$ cat src/exu_pkg.sv
// exec cluster shared encodings, control and stream payload types
package exu_pkg;

  localparam int MEM_WORDS = 64;
  localparam int MEM_AW = 6;

  // rv64 major opcodes
  localparam logic [6:0] OP_LUI = 7'b0110111;
  localparam logic [6:0] OP_AUIPC = 7'b0010111;
  localparam logic [6:0] OP_JAL = 7'b1101111;
  localparam logic [6:0] OP_JALR = 7'b1100111;
  localparam logic [6:0] OP_BRANCH = 7'b1100011;
  localparam logic [6:0] OP_LOAD = 7'b0000011;
  localparam logic [6:0] OP_STORE = 7'b0100011;
  localparam logic [6:0] OP_IMM = 7'b0010011;
  localparam logic [6:0] OP_IMM32 = 7'b0011011;
  localparam logic [6:0] OP_REG = 7'b0110011;
  localparam logic [6:0] OP_REG32 = 7'b0111011;
  localparam logic [6:0] OP_SYSTEM = 7'b1110011;

  localparam logic [31:0] INSTR_EBREAK = 32'h0010_0073;

  // operand b sources
  localparam logic [1:0] B_RS2 = 2'd0;
  localparam logic [1:0] B_IMM = 2'd1;
  localparam logic [1:0] B_FOUR = 2'd2;

  typedef enum logic [4:0] {
    ALU_ADD  = 5'b00000,
    ALU_SLL  = 5'b00001,
    ALU_SLT  = 5'b00010,
    ALU_COPY = 5'b00011,
    ALU_XOR  = 5'b00100,
    ALU_SRL  = 5'b00101,
    ALU_OR   = 5'b00110,
    ALU_AND  = 5'b00111,
    ALU_SUB  = 5'b01000,
    ALU_SLTU = 5'b01010,
    ALU_SRA  = 5'b01101,
    ALU_REMU = 5'b11001,
    ALU_DIVU = 5'b11010,
    ALU_DIV  = 5'b11011,
    ALU_MUL  = 5'b11100,
    ALU_REM  = 5'b11101
  } alu_op_e;

  // bltu and bgeu travel as blt and bge plus br_unsigned
  typedef enum logic [2:0] {
    BR_NONE = 3'b000,
    BR_JAL  = 3'b001,
    BR_JALR = 3'b010,
    BR_BEQ  = 3'b100,
    BR_BNE  = 3'b101,
    BR_BLT  = 3'b110,
    BR_BGE  = 3'b111
  } branch_e;

  typedef enum logic [2:0] {
    MEM_LB  = 3'b000,
    MEM_LBU = 3'b001,
    MEM_LH  = 3'b010,
    MEM_LHU = 3'b011,
    MEM_LW  = 3'b100,
    MEM_LWU = 3'b101,
    MEM_LD  = 3'b110
  } mem_op_e;

  typedef struct packed {
    logic       alu_a_pc;
    logic [1:0] alu_b_sel;
    alu_op_e    alu_op;
    logic       word_cut;
    branch_e    branch;
    logic       br_unsigned;
    mem_op_e    mem_op;
    logic       mem_read;
    logic       mem_write;
    logic [1:0] store_size;
    logic       rd_wen;
    logic       illegal;
    logic       ebreak;
  } ctrl_t;

  typedef struct packed {
    logic [31:0] instr;
    logic [63:0] pc;
    logic [63:0] rs1;
    logic [63:0] rs2;
  } exu_req_t;

  typedef struct packed {
    logic [63:0] busw;
    logic [63:0] next_pc;
    logic [4:0]  rd;
    logic        rd_wen;
    logic        illegal;
    logic        ebreak;
  } exu_rsp_t;

endpackage
$ cat src/idu.sv
// instruction decoder producing control signals and immediate for rv64im
module idu
  import exu_pkg::*;
(
  input  logic [31:0] i_instr,
  output ctrl_t       o_ctrl,
  output logic [63:0] o_imm,
  output logic [4:0]  o_rd
);

  logic [6:0] opcode;
  logic [2:0] funct3;
  logic [6:0] funct7;
  logic [63:0] imm_i, imm_s, imm_b, imm_u, imm_j;

  assign opcode = i_instr[6:0];
  assign funct3 = i_instr[14:12];
  assign funct7 = i_instr[31:25];
  assign o_rd = i_instr[11:7];

  assign imm_i = {{52{i_instr[31]}}, i_instr[31:20]};
  assign imm_s = {{52{i_instr[31]}}, i_instr[31:25], i_instr[11:7]};
  assign imm_b = {{51{i_instr[31]}}, i_instr[31], i_instr[7], i_instr[30:25],
                  i_instr[11:8], 1'b0};
  assign imm_u = {{32{i_instr[31]}}, i_instr[31:12], 12'b0};
  assign imm_j = {{43{i_instr[31]}}, i_instr[31], i_instr[19:12], i_instr[20],
                  i_instr[30:21], 1'b0};

  always_comb begin
    o_ctrl = '0;
    o_ctrl.alu_op = ALU_ADD;
    o_ctrl.branch = BR_NONE;
    o_imm = imm_i;
    case (opcode)
      OP_LUI: begin
        o_ctrl.alu_op = ALU_COPY;
        o_ctrl.rd_wen = 1'b1;
        o_imm = imm_u;
      end
      OP_AUIPC: begin
        o_ctrl.alu_a_pc = 1'b1;
        o_ctrl.alu_b_sel = B_IMM;
        o_ctrl.rd_wen = 1'b1;
        o_imm = imm_u;
      end
      OP_JAL, OP_JALR: begin
        // link value is pc + 4
        o_ctrl.alu_a_pc = 1'b1;
        o_ctrl.alu_b_sel = B_FOUR;
        o_ctrl.rd_wen = 1'b1;
        o_ctrl.branch = (opcode == OP_JAL) ? BR_JAL : BR_JALR;
        o_ctrl.illegal = (opcode == OP_JALR) && (funct3 != 3'b000);
        o_imm = (opcode == OP_JAL) ? imm_j : imm_i;
      end
      OP_BRANCH: begin
        o_imm = imm_b;
        o_ctrl.br_unsigned = funct3[1];
        case (funct3)
          3'b000: o_ctrl.branch = BR_BEQ;
          3'b001: o_ctrl.branch = BR_BNE;
          3'b100, 3'b110: o_ctrl.branch = BR_BLT;
          3'b101, 3'b111: o_ctrl.branch = BR_BGE;
          default: o_ctrl.illegal = 1'b1;
        endcase
      end
      OP_LOAD: begin
        o_ctrl.alu_b_sel = B_IMM;
        o_ctrl.mem_read = 1'b1;
        o_ctrl.rd_wen = 1'b1;
        case (funct3)
          3'b000: o_ctrl.mem_op = MEM_LB;
          3'b001: o_ctrl.mem_op = MEM_LH;
          3'b010: o_ctrl.mem_op = MEM_LW;
          3'b011: o_ctrl.mem_op = MEM_LD;
          3'b100: o_ctrl.mem_op = MEM_LBU;
          3'b101: o_ctrl.mem_op = MEM_LHU;
          3'b110: o_ctrl.mem_op = MEM_LWU;
          default: o_ctrl.illegal = 1'b1;
        endcase
      end
      OP_STORE: begin
        o_ctrl.alu_b_sel = B_IMM;
        o_ctrl.mem_write = 1'b1;
        o_ctrl.store_size = funct3[1:0];
        o_ctrl.illegal = funct3[2];
        o_imm = imm_s;
      end
      OP_IMM, OP_IMM32: begin
        o_ctrl.alu_b_sel = B_IMM;
        o_ctrl.rd_wen = 1'b1;
        o_ctrl.word_cut = (opcode == OP_IMM32);
        case (funct3)
          3'b000: o_ctrl.alu_op = ALU_ADD;
          3'b001: begin
            o_ctrl.alu_op = ALU_SLL;
            o_ctrl.illegal = o_ctrl.word_cut ? (funct7 != 7'b0) : (i_instr[31:26] != 6'b0);
          end
          3'b101: begin
            // bit 30 picks arithmetic shift
            o_ctrl.alu_op = i_instr[30] ? ALU_SRA : ALU_SRL;
            o_ctrl.illegal = o_ctrl.word_cut ? ({funct7[6], funct7[4:0]} != 6'b0)
                                             : ({i_instr[31], i_instr[29:26]} != 5'b0);
          end
          3'b010: o_ctrl.alu_op = ALU_SLT;
          3'b011: o_ctrl.alu_op = ALU_SLTU;
          3'b100: o_ctrl.alu_op = ALU_XOR;
          3'b110: o_ctrl.alu_op = ALU_OR;
          default: o_ctrl.alu_op = ALU_AND;
        endcase
        if (o_ctrl.word_cut && funct3 != 3'b000 && funct3 != 3'b001 && funct3 != 3'b101) begin
          o_ctrl.illegal = 1'b1;
        end
      end
      OP_REG, OP_REG32: begin
        o_ctrl.rd_wen = 1'b1;
        o_ctrl.word_cut = (opcode == OP_REG32);
        case ({funct7, funct3})
          10'b0000000_000: o_ctrl.alu_op = ALU_ADD;
          10'b0000000_001: o_ctrl.alu_op = ALU_SLL;
          10'b0000000_101: o_ctrl.alu_op = ALU_SRL;
          10'b0100000_000: o_ctrl.alu_op = ALU_SUB;
          10'b0100000_101: o_ctrl.alu_op = ALU_SRA;
          10'b0000001_000: o_ctrl.alu_op = ALU_MUL;
          10'b0000001_100: o_ctrl.alu_op = ALU_DIV;
          10'b0000001_101: o_ctrl.alu_op = ALU_DIVU;
          10'b0000001_110: o_ctrl.alu_op = ALU_REM;
          10'b0000001_111: o_ctrl.alu_op = ALU_REMU;
          10'b0000000_010: o_ctrl.alu_op = ALU_SLT;
          10'b0000000_011: o_ctrl.alu_op = ALU_SLTU;
          10'b0000000_100: o_ctrl.alu_op = ALU_XOR;
          10'b0000000_110: o_ctrl.alu_op = ALU_OR;
          10'b0000000_111: o_ctrl.alu_op = ALU_AND;
          default: o_ctrl.illegal = 1'b1;
        endcase
        // no word forms of slt or logic ops
        if (o_ctrl.word_cut && (funct3 == 3'b010 || funct3 == 3'b011 ||
            (funct7 == 7'b0 && (funct3 == 3'b100 || funct3 == 3'b110 || funct3 == 3'b111)))) begin
          o_ctrl.illegal = 1'b1;
        end
      end
      OP_SYSTEM: begin
        o_ctrl.ebreak = (i_instr == INSTR_EBREAK);
        o_ctrl.illegal = (i_instr != INSTR_EBREAK);
      end
      default: o_ctrl.illegal = 1'b1;
    endcase
    // illegal encodings have no side effects
    if (o_ctrl.illegal) begin
      o_ctrl.rd_wen = 1'b0;
      o_ctrl.mem_read = 1'b0;
      o_ctrl.mem_write = 1'b0;
      o_ctrl.branch = BR_NONE;
    end
  end

endmodule

$ cat config.mk
export PLATFORM = sky130hd
export DESIGN_NAME = idu
export DESIGN_NICKNAME = d
export VERILOG_FILES = /design/src/exu_pkg.sv /design/src/idu.sv
export SDC_FILE = /design/constraint.sdc
export NUM_CORES = 1
export LEC_CHECK = 0
export ABC_AREA = 1
export BUFFER_PORTS_ARGS = -buffer_cell sky130_fd_sc_hd__buf_4
export CORE_MARGIN = 2
export CORE_UTILIZATION = 45
export DETAILED_ROUTE_END_ITERATION = 10
export PLACE_DENSITY = 0.93
export SKIP_LAST_GASP = 1
export SYNTH_ARGS = -nofsm -noshare
export SYNTH_HDL_FRONTEND = slang
export SYNTH_SLANG_ARGS = --single-unit
$ cat constraint.sdc
create_clock -name vclk -period 2.56
set_input_delay 0.384 -clock vclk [all_inputs]
set_output_delay 0.384 -clock vclk [all_outputs]
set_load 0.03 [all_outputs]
==> flow_summary.toml, run 1 <==
[power]
intPower_uw = 141
p_leak_nw = 1.26
p_sw_frac = 0.652
p_per_area_mw_per_mm2 = 184
power.switching_uw = 265
clockPowerShare = 0
vdd_drop_max_v = 0.000222
p_seq_frac = 0
p_comb_frac = 1.000

[synthesis]
synth_top_area_frac = 0.188
synth_seq_area_share = 0
syn_area_mm2 = 0.00152
synth_top_area_cell = "buf_4"
synth_nets = 328
ys_types = 28
ys_top_cells_by_area = "buf_4 (19%), nand2_1 (13%), nor2_1 (11%)"
syn_inst = 296
yosysWarnings = 0
synth_area_per_cell_um2 = 5.12

[final_layout]
layout.nets = 413
utilization = 0.671
final_cell_mix = "buf_4 (126), nand2_1 (52), nor2_1 (45)"
nFillCells = 300
drive_gt1_frac = 0.433
antennaDiodeCount = 0
regArea_um2 = 0
area_delta_synth_final_pct = 45.5
fin_area_mm2 = 0.00220
final_common_cell = "buf_4"
nClkBuffers = 0
seq_cells = 0

[clock_tree]
ctsHoldBuffers = 0
cts_resized = 0
cts_setup_buffers = 0

[floorplanning]
initial_core_util = 0.461
die_h_um = 62.0
die_x_um = 62.0
std_cell_rows = 21
die_area_mm2 = 0.00385
ios = 124
core_area_mm2 = 0.00328

[route]
drt_iter0_markers = 201
first_pass_iters = 5
top_layer = "met4"
wl_met1_um = 2020
met2_length_um = 2620
routed_wl_um = 5260
vias = 2190
drc = 0
met3_length_um = 518
viasPerCell = 5.15
drtAntennaViolNets = 0
wl_per_cell_um = 12.4

[worst_setup_path]
worstSetupStartpointType = "input port"
critPathArrivalTime_ns = 1.84
worstSetupEndpointType = "output port"
critPathKind = "input port to output port"
cp.required_ns = 2.18
crit_fanout = 41

[timing]
fmaxAchievable_mhz = 449
drv_slew = 0
rsz0062_at_grt = "false"
fin_crit_ns = 2.23
worstMarginPinSlew_ns = 0.570
finalSetupViolations = 0
finalSetupTns_ns = 0
slew_headroom = 0.617
period_share = 0.870
hold_violations = 0

[placed_design]
dp.final_hpwl_um = 4400
place_area_mm2 = 0.00220
routabilityCongestion = 1.03
port_buffers = 124

[grt]
antenna_found_initial = 0
grt_use_total = 0.247
grt_max_degree = 42
grt_overflow_total = 0
grt_pass1_vias = 1798
grt_pass1_wl_um = 7500

[job]
drv_cap = 0

[worst_hold_path]
hp-class = "input port to output port"

[outcome]
outcome = "finished clean"
[synthesized netlist by cell type]
cell type and n:
buf_4 38, inv_1 37, a31o_2 1, o211ai_1 9, o21ai_0 21, o21a_1 1
a21oi_1 5, nor3_1 5, buf_6 1, nand3_1 20, nand4_1 6, nand2_2 9
o21ai_1 2, nor4_1 1, clkbuf_1 2, nor2_4 3, buf_2 2, a211oi_1 1
a31oi_1 2, o31ai_1 1, nor2_2 9, nand2_1 52, nand2_4 1, nand3_2 3
o22ai_1 6, nor2_1 45, inv_2 12, nand3b_1 1
[critical path, cell delays in order]
cell      delay, ns
buf_4          0.22
nor2_2         0.15
nand3_2        0.09
inv_2          0.19
nand3b_1       0.13
nand2_1        0.09
nor2_1         0.04
nand2_1        0.06
nand2_1        0.05
nand2_1        0.09
nand2_4        0.08
nor2_2         0.09
buf_4          0.16
[path summary, 6_finish.rpt]
| path | from | to | cells past startpoint |
|---|---|---|---|
| setup / recovery | i_instr[31] | o_ctrl[6] | 13 |
| hold / removal | i_instr[11] | o_rd[4] | 2 |
[metal layers]
| layer | track usage | vias up |
|---|---|---|
| met5 | 0 | - |
| met4 | 0.0608 | 0 |
| met3 | 0.00828 | 16 |
| met2 | 0.476 | 118 |
| met1 | 0.297 | 971 |
| li1 | - | 1085 |
[per-stage QoR]
step	hold WS, ns	worst slack, ns	std cells	power (mW)
6_report	0.996	0.332	425	0.406
2_1_floorplan	0.900	0.380	296	0.276
5_1_grt	0.999	0.179	425	0.429
3_3_place_gp	0.996	0.382	425	0.400
4_1_cts	0.995	0.363	425	0.405
3_5_place_dp	0.996	0.365	425	0.405
[final cells by class]
class	instances	area (um^2)	area share
Inverter	49	184	0.0834
Multi-Input combinational cell	204	1020	0.461
Tap cell	46	57.6	0.0261
Timing Repair Buffer	126	946	0.429
[kinds of logic after synthesis]
logic type,after synthesis,synth area share
buffers and inverters,92,0.329
AND/OR/NAND/NOR,155,0.481
AO/OA/AOI/OAI,49,0.191
[power by group through the flow]
stage,combinational (mW),clock [mW],sequential [mW]
after CTS,0.405,0,0
after global placement,0.400,0,0
final,0.406,0,0
after detailed placement,0.405,0,0
after global routing,0.429,0,0
after floorplan,0.276,0,0
Note: power is estimated with default switching activity, not from simulation.
==> inputs of run 2 (changes only) <==
CORE_UTILIZATION = 41   (was 45)
PLACE_DENSITY = 0.86   (was 0.93)
SETUP_SLACK_MARGIN = 0.1   (was unset)
==> run 2 against run 1 <==
Sequential share of layout area stayed put. Clock-buffer cell count stayed put. Sequential cell count stayed put. Routed wire length is 1.5% lower. First-iteration DRC count is 5.5% higher. Non-clock buffer count stayed put. Critical path depth stayed put. Die area is 9.1% higher. Total power is 0.50% lower.
==> flow_summary.toml, run 2 (same netlist as run 1, synthesis figures left out) <==
[outcome]
outcome = "finished clean"

[job]
drv_cap = 0

[worst_setup_path]
worstSetupEndpointType = "output port"
critPathKind = "input port to output port"
crit_fanout = 6
worstSetupStartpointType = "input port"
cp.required_ns = 2.18
critPathArrivalTime_ns = 1.83
crit_path_max_incr_delay_ns = 0.16
critical-path-top-delay-family = "simple AND/OR/NAND/NOR gates"
crit_chain = "buf_4, nand2_2, inv_2, nand2_1, nor2_2, nand2_2, nor2_1, nor2_1, nand3_2, nor2_4, nand2_4, nor2_2, buf_4"
crit_buf_inv = 3
slowest_stage = "buf_4"
cp-startpoint = "i_instr[1]"

[worst_hold_path]
hp-class = "input port to output port"
hold_start = "i_instr[8]"
holdPathEnd = "o_rd[1]"
holdPathStages = 2

[floorplanning]
die_h_um = 64.8
die_x_um = 64.8
initial_core_util = 0.420
core_area_mm2 = 0.00361
ios = 124
std_cell_rows = 22
die_area_mm2 = 0.00420

[final_layout]
layout.nets = 413
antennaDiodeCount = 0
final_common_cell = "buf_4"
drive_gt1_frac = 0.433
fin_area_mm2 = 0.00221
regArea_um2 = 0
seq_cells = 0
final_cell_mix = "buf_4 (126), nand2_1 (52), nor2_1 (45)"
nClkBuffers = 0
area_delta_synth_final_pct = 45.7

[timing]
period_share = 0.863
finalSetupTns_ns = 0
hold_violations = 0
fin_crit_ns = 2.21
drv_slew = 0
worstMarginPinSlew_ns = 0.649
slew_headroom = 0.563
fmaxAchievable_mhz = 452
finalSetupViolations = 0
rsz0062_at_grt = "false"
worst_slack_ns = 0.350

[grt]
grt_pass1_wl_um = 8100
grt_use_total = 0.229
grt_overflow_total = 0
grt_max_degree = 42
grt_pass1_vias = 1880
antenna_found_initial = 0

[route]
wl_met1_um = 2030
first_pass_iters = 5
met3_length_um = 507
drtAntennaViolNets = 0
drt_iter0_markers = 212
wl_per_cell_um = 12.1
vias = 2155
viasPerCell = 5.05
met2_length_um = 2590
drc = 0
top_layer = "met4"
routed_wl_um = 5180

[power]
p_per_area_mw_per_mm2 = 183
total_power_uw = 404
vdd_drop_max_v = 0.000201
p_leak_nw = 1.26

[clock_tree]
cts_setup_buffers = 0
ctsHoldBuffers = 0
cts_resized = 0

[placed_design]
routabilityCongestion = 0.985
port_buffers = 124
dp_slack_ns = 0.372
place_area_mm2 = 0.00221
dp.final_hpwl_um = 4290
run 2: cell counts in the layout (fill, tap and decap cells not counted):
Identical to the previous run, type by type.
run 2: how the worst max path moves through the flow:
stage / slack, ns / endpoint / cells after the start
4_1_cts: 0.36 / o_ctrl[5] / 13
6_report: 0.35 / o_ctrl[5] / 13
3_3_place_gp: 0.39 / o_ctrl[2] / 13
2_1_floorplan: 0.38 / o_ctrl[15] / 9
3_5_place_dp: 0.37 / o_ctrl[5] / 13
5_1_grt: 0.22 / o_ctrl[5] / 13
run 2: metal layers:
layer / vias to the layer above / track usage
li1: 1087 / -
met1: 944 / 0.288
met2: 118 / 0.420
met3: 6 / 0.0226
met4: 0 / 0.0452
met5: - / 0
run 2: power by group:
part	internal, mW	switching, mW
Combinational	0.141	0.263
Sequential	0	0
Clock	0	0
Total	0.141	0.263
run 2: metrics by stage:
step            util  hold slack (ns)  cells
6_report       0.612            0.997    427
5_1_grt        0.612             1.00    427
4_1_cts        0.612            0.996    427
3_5_place_dp   0.612            0.996    427
3_3_place_gp   0.612            0.994    427
2_1_floorplan      -            0.900    296
run 2: cell type report:
type,instances,area (um^2)
timing repair buffer,126,946
inverter,49,184
fill,350,1400
multi-input combinational,204,1020
tap,48,60.1
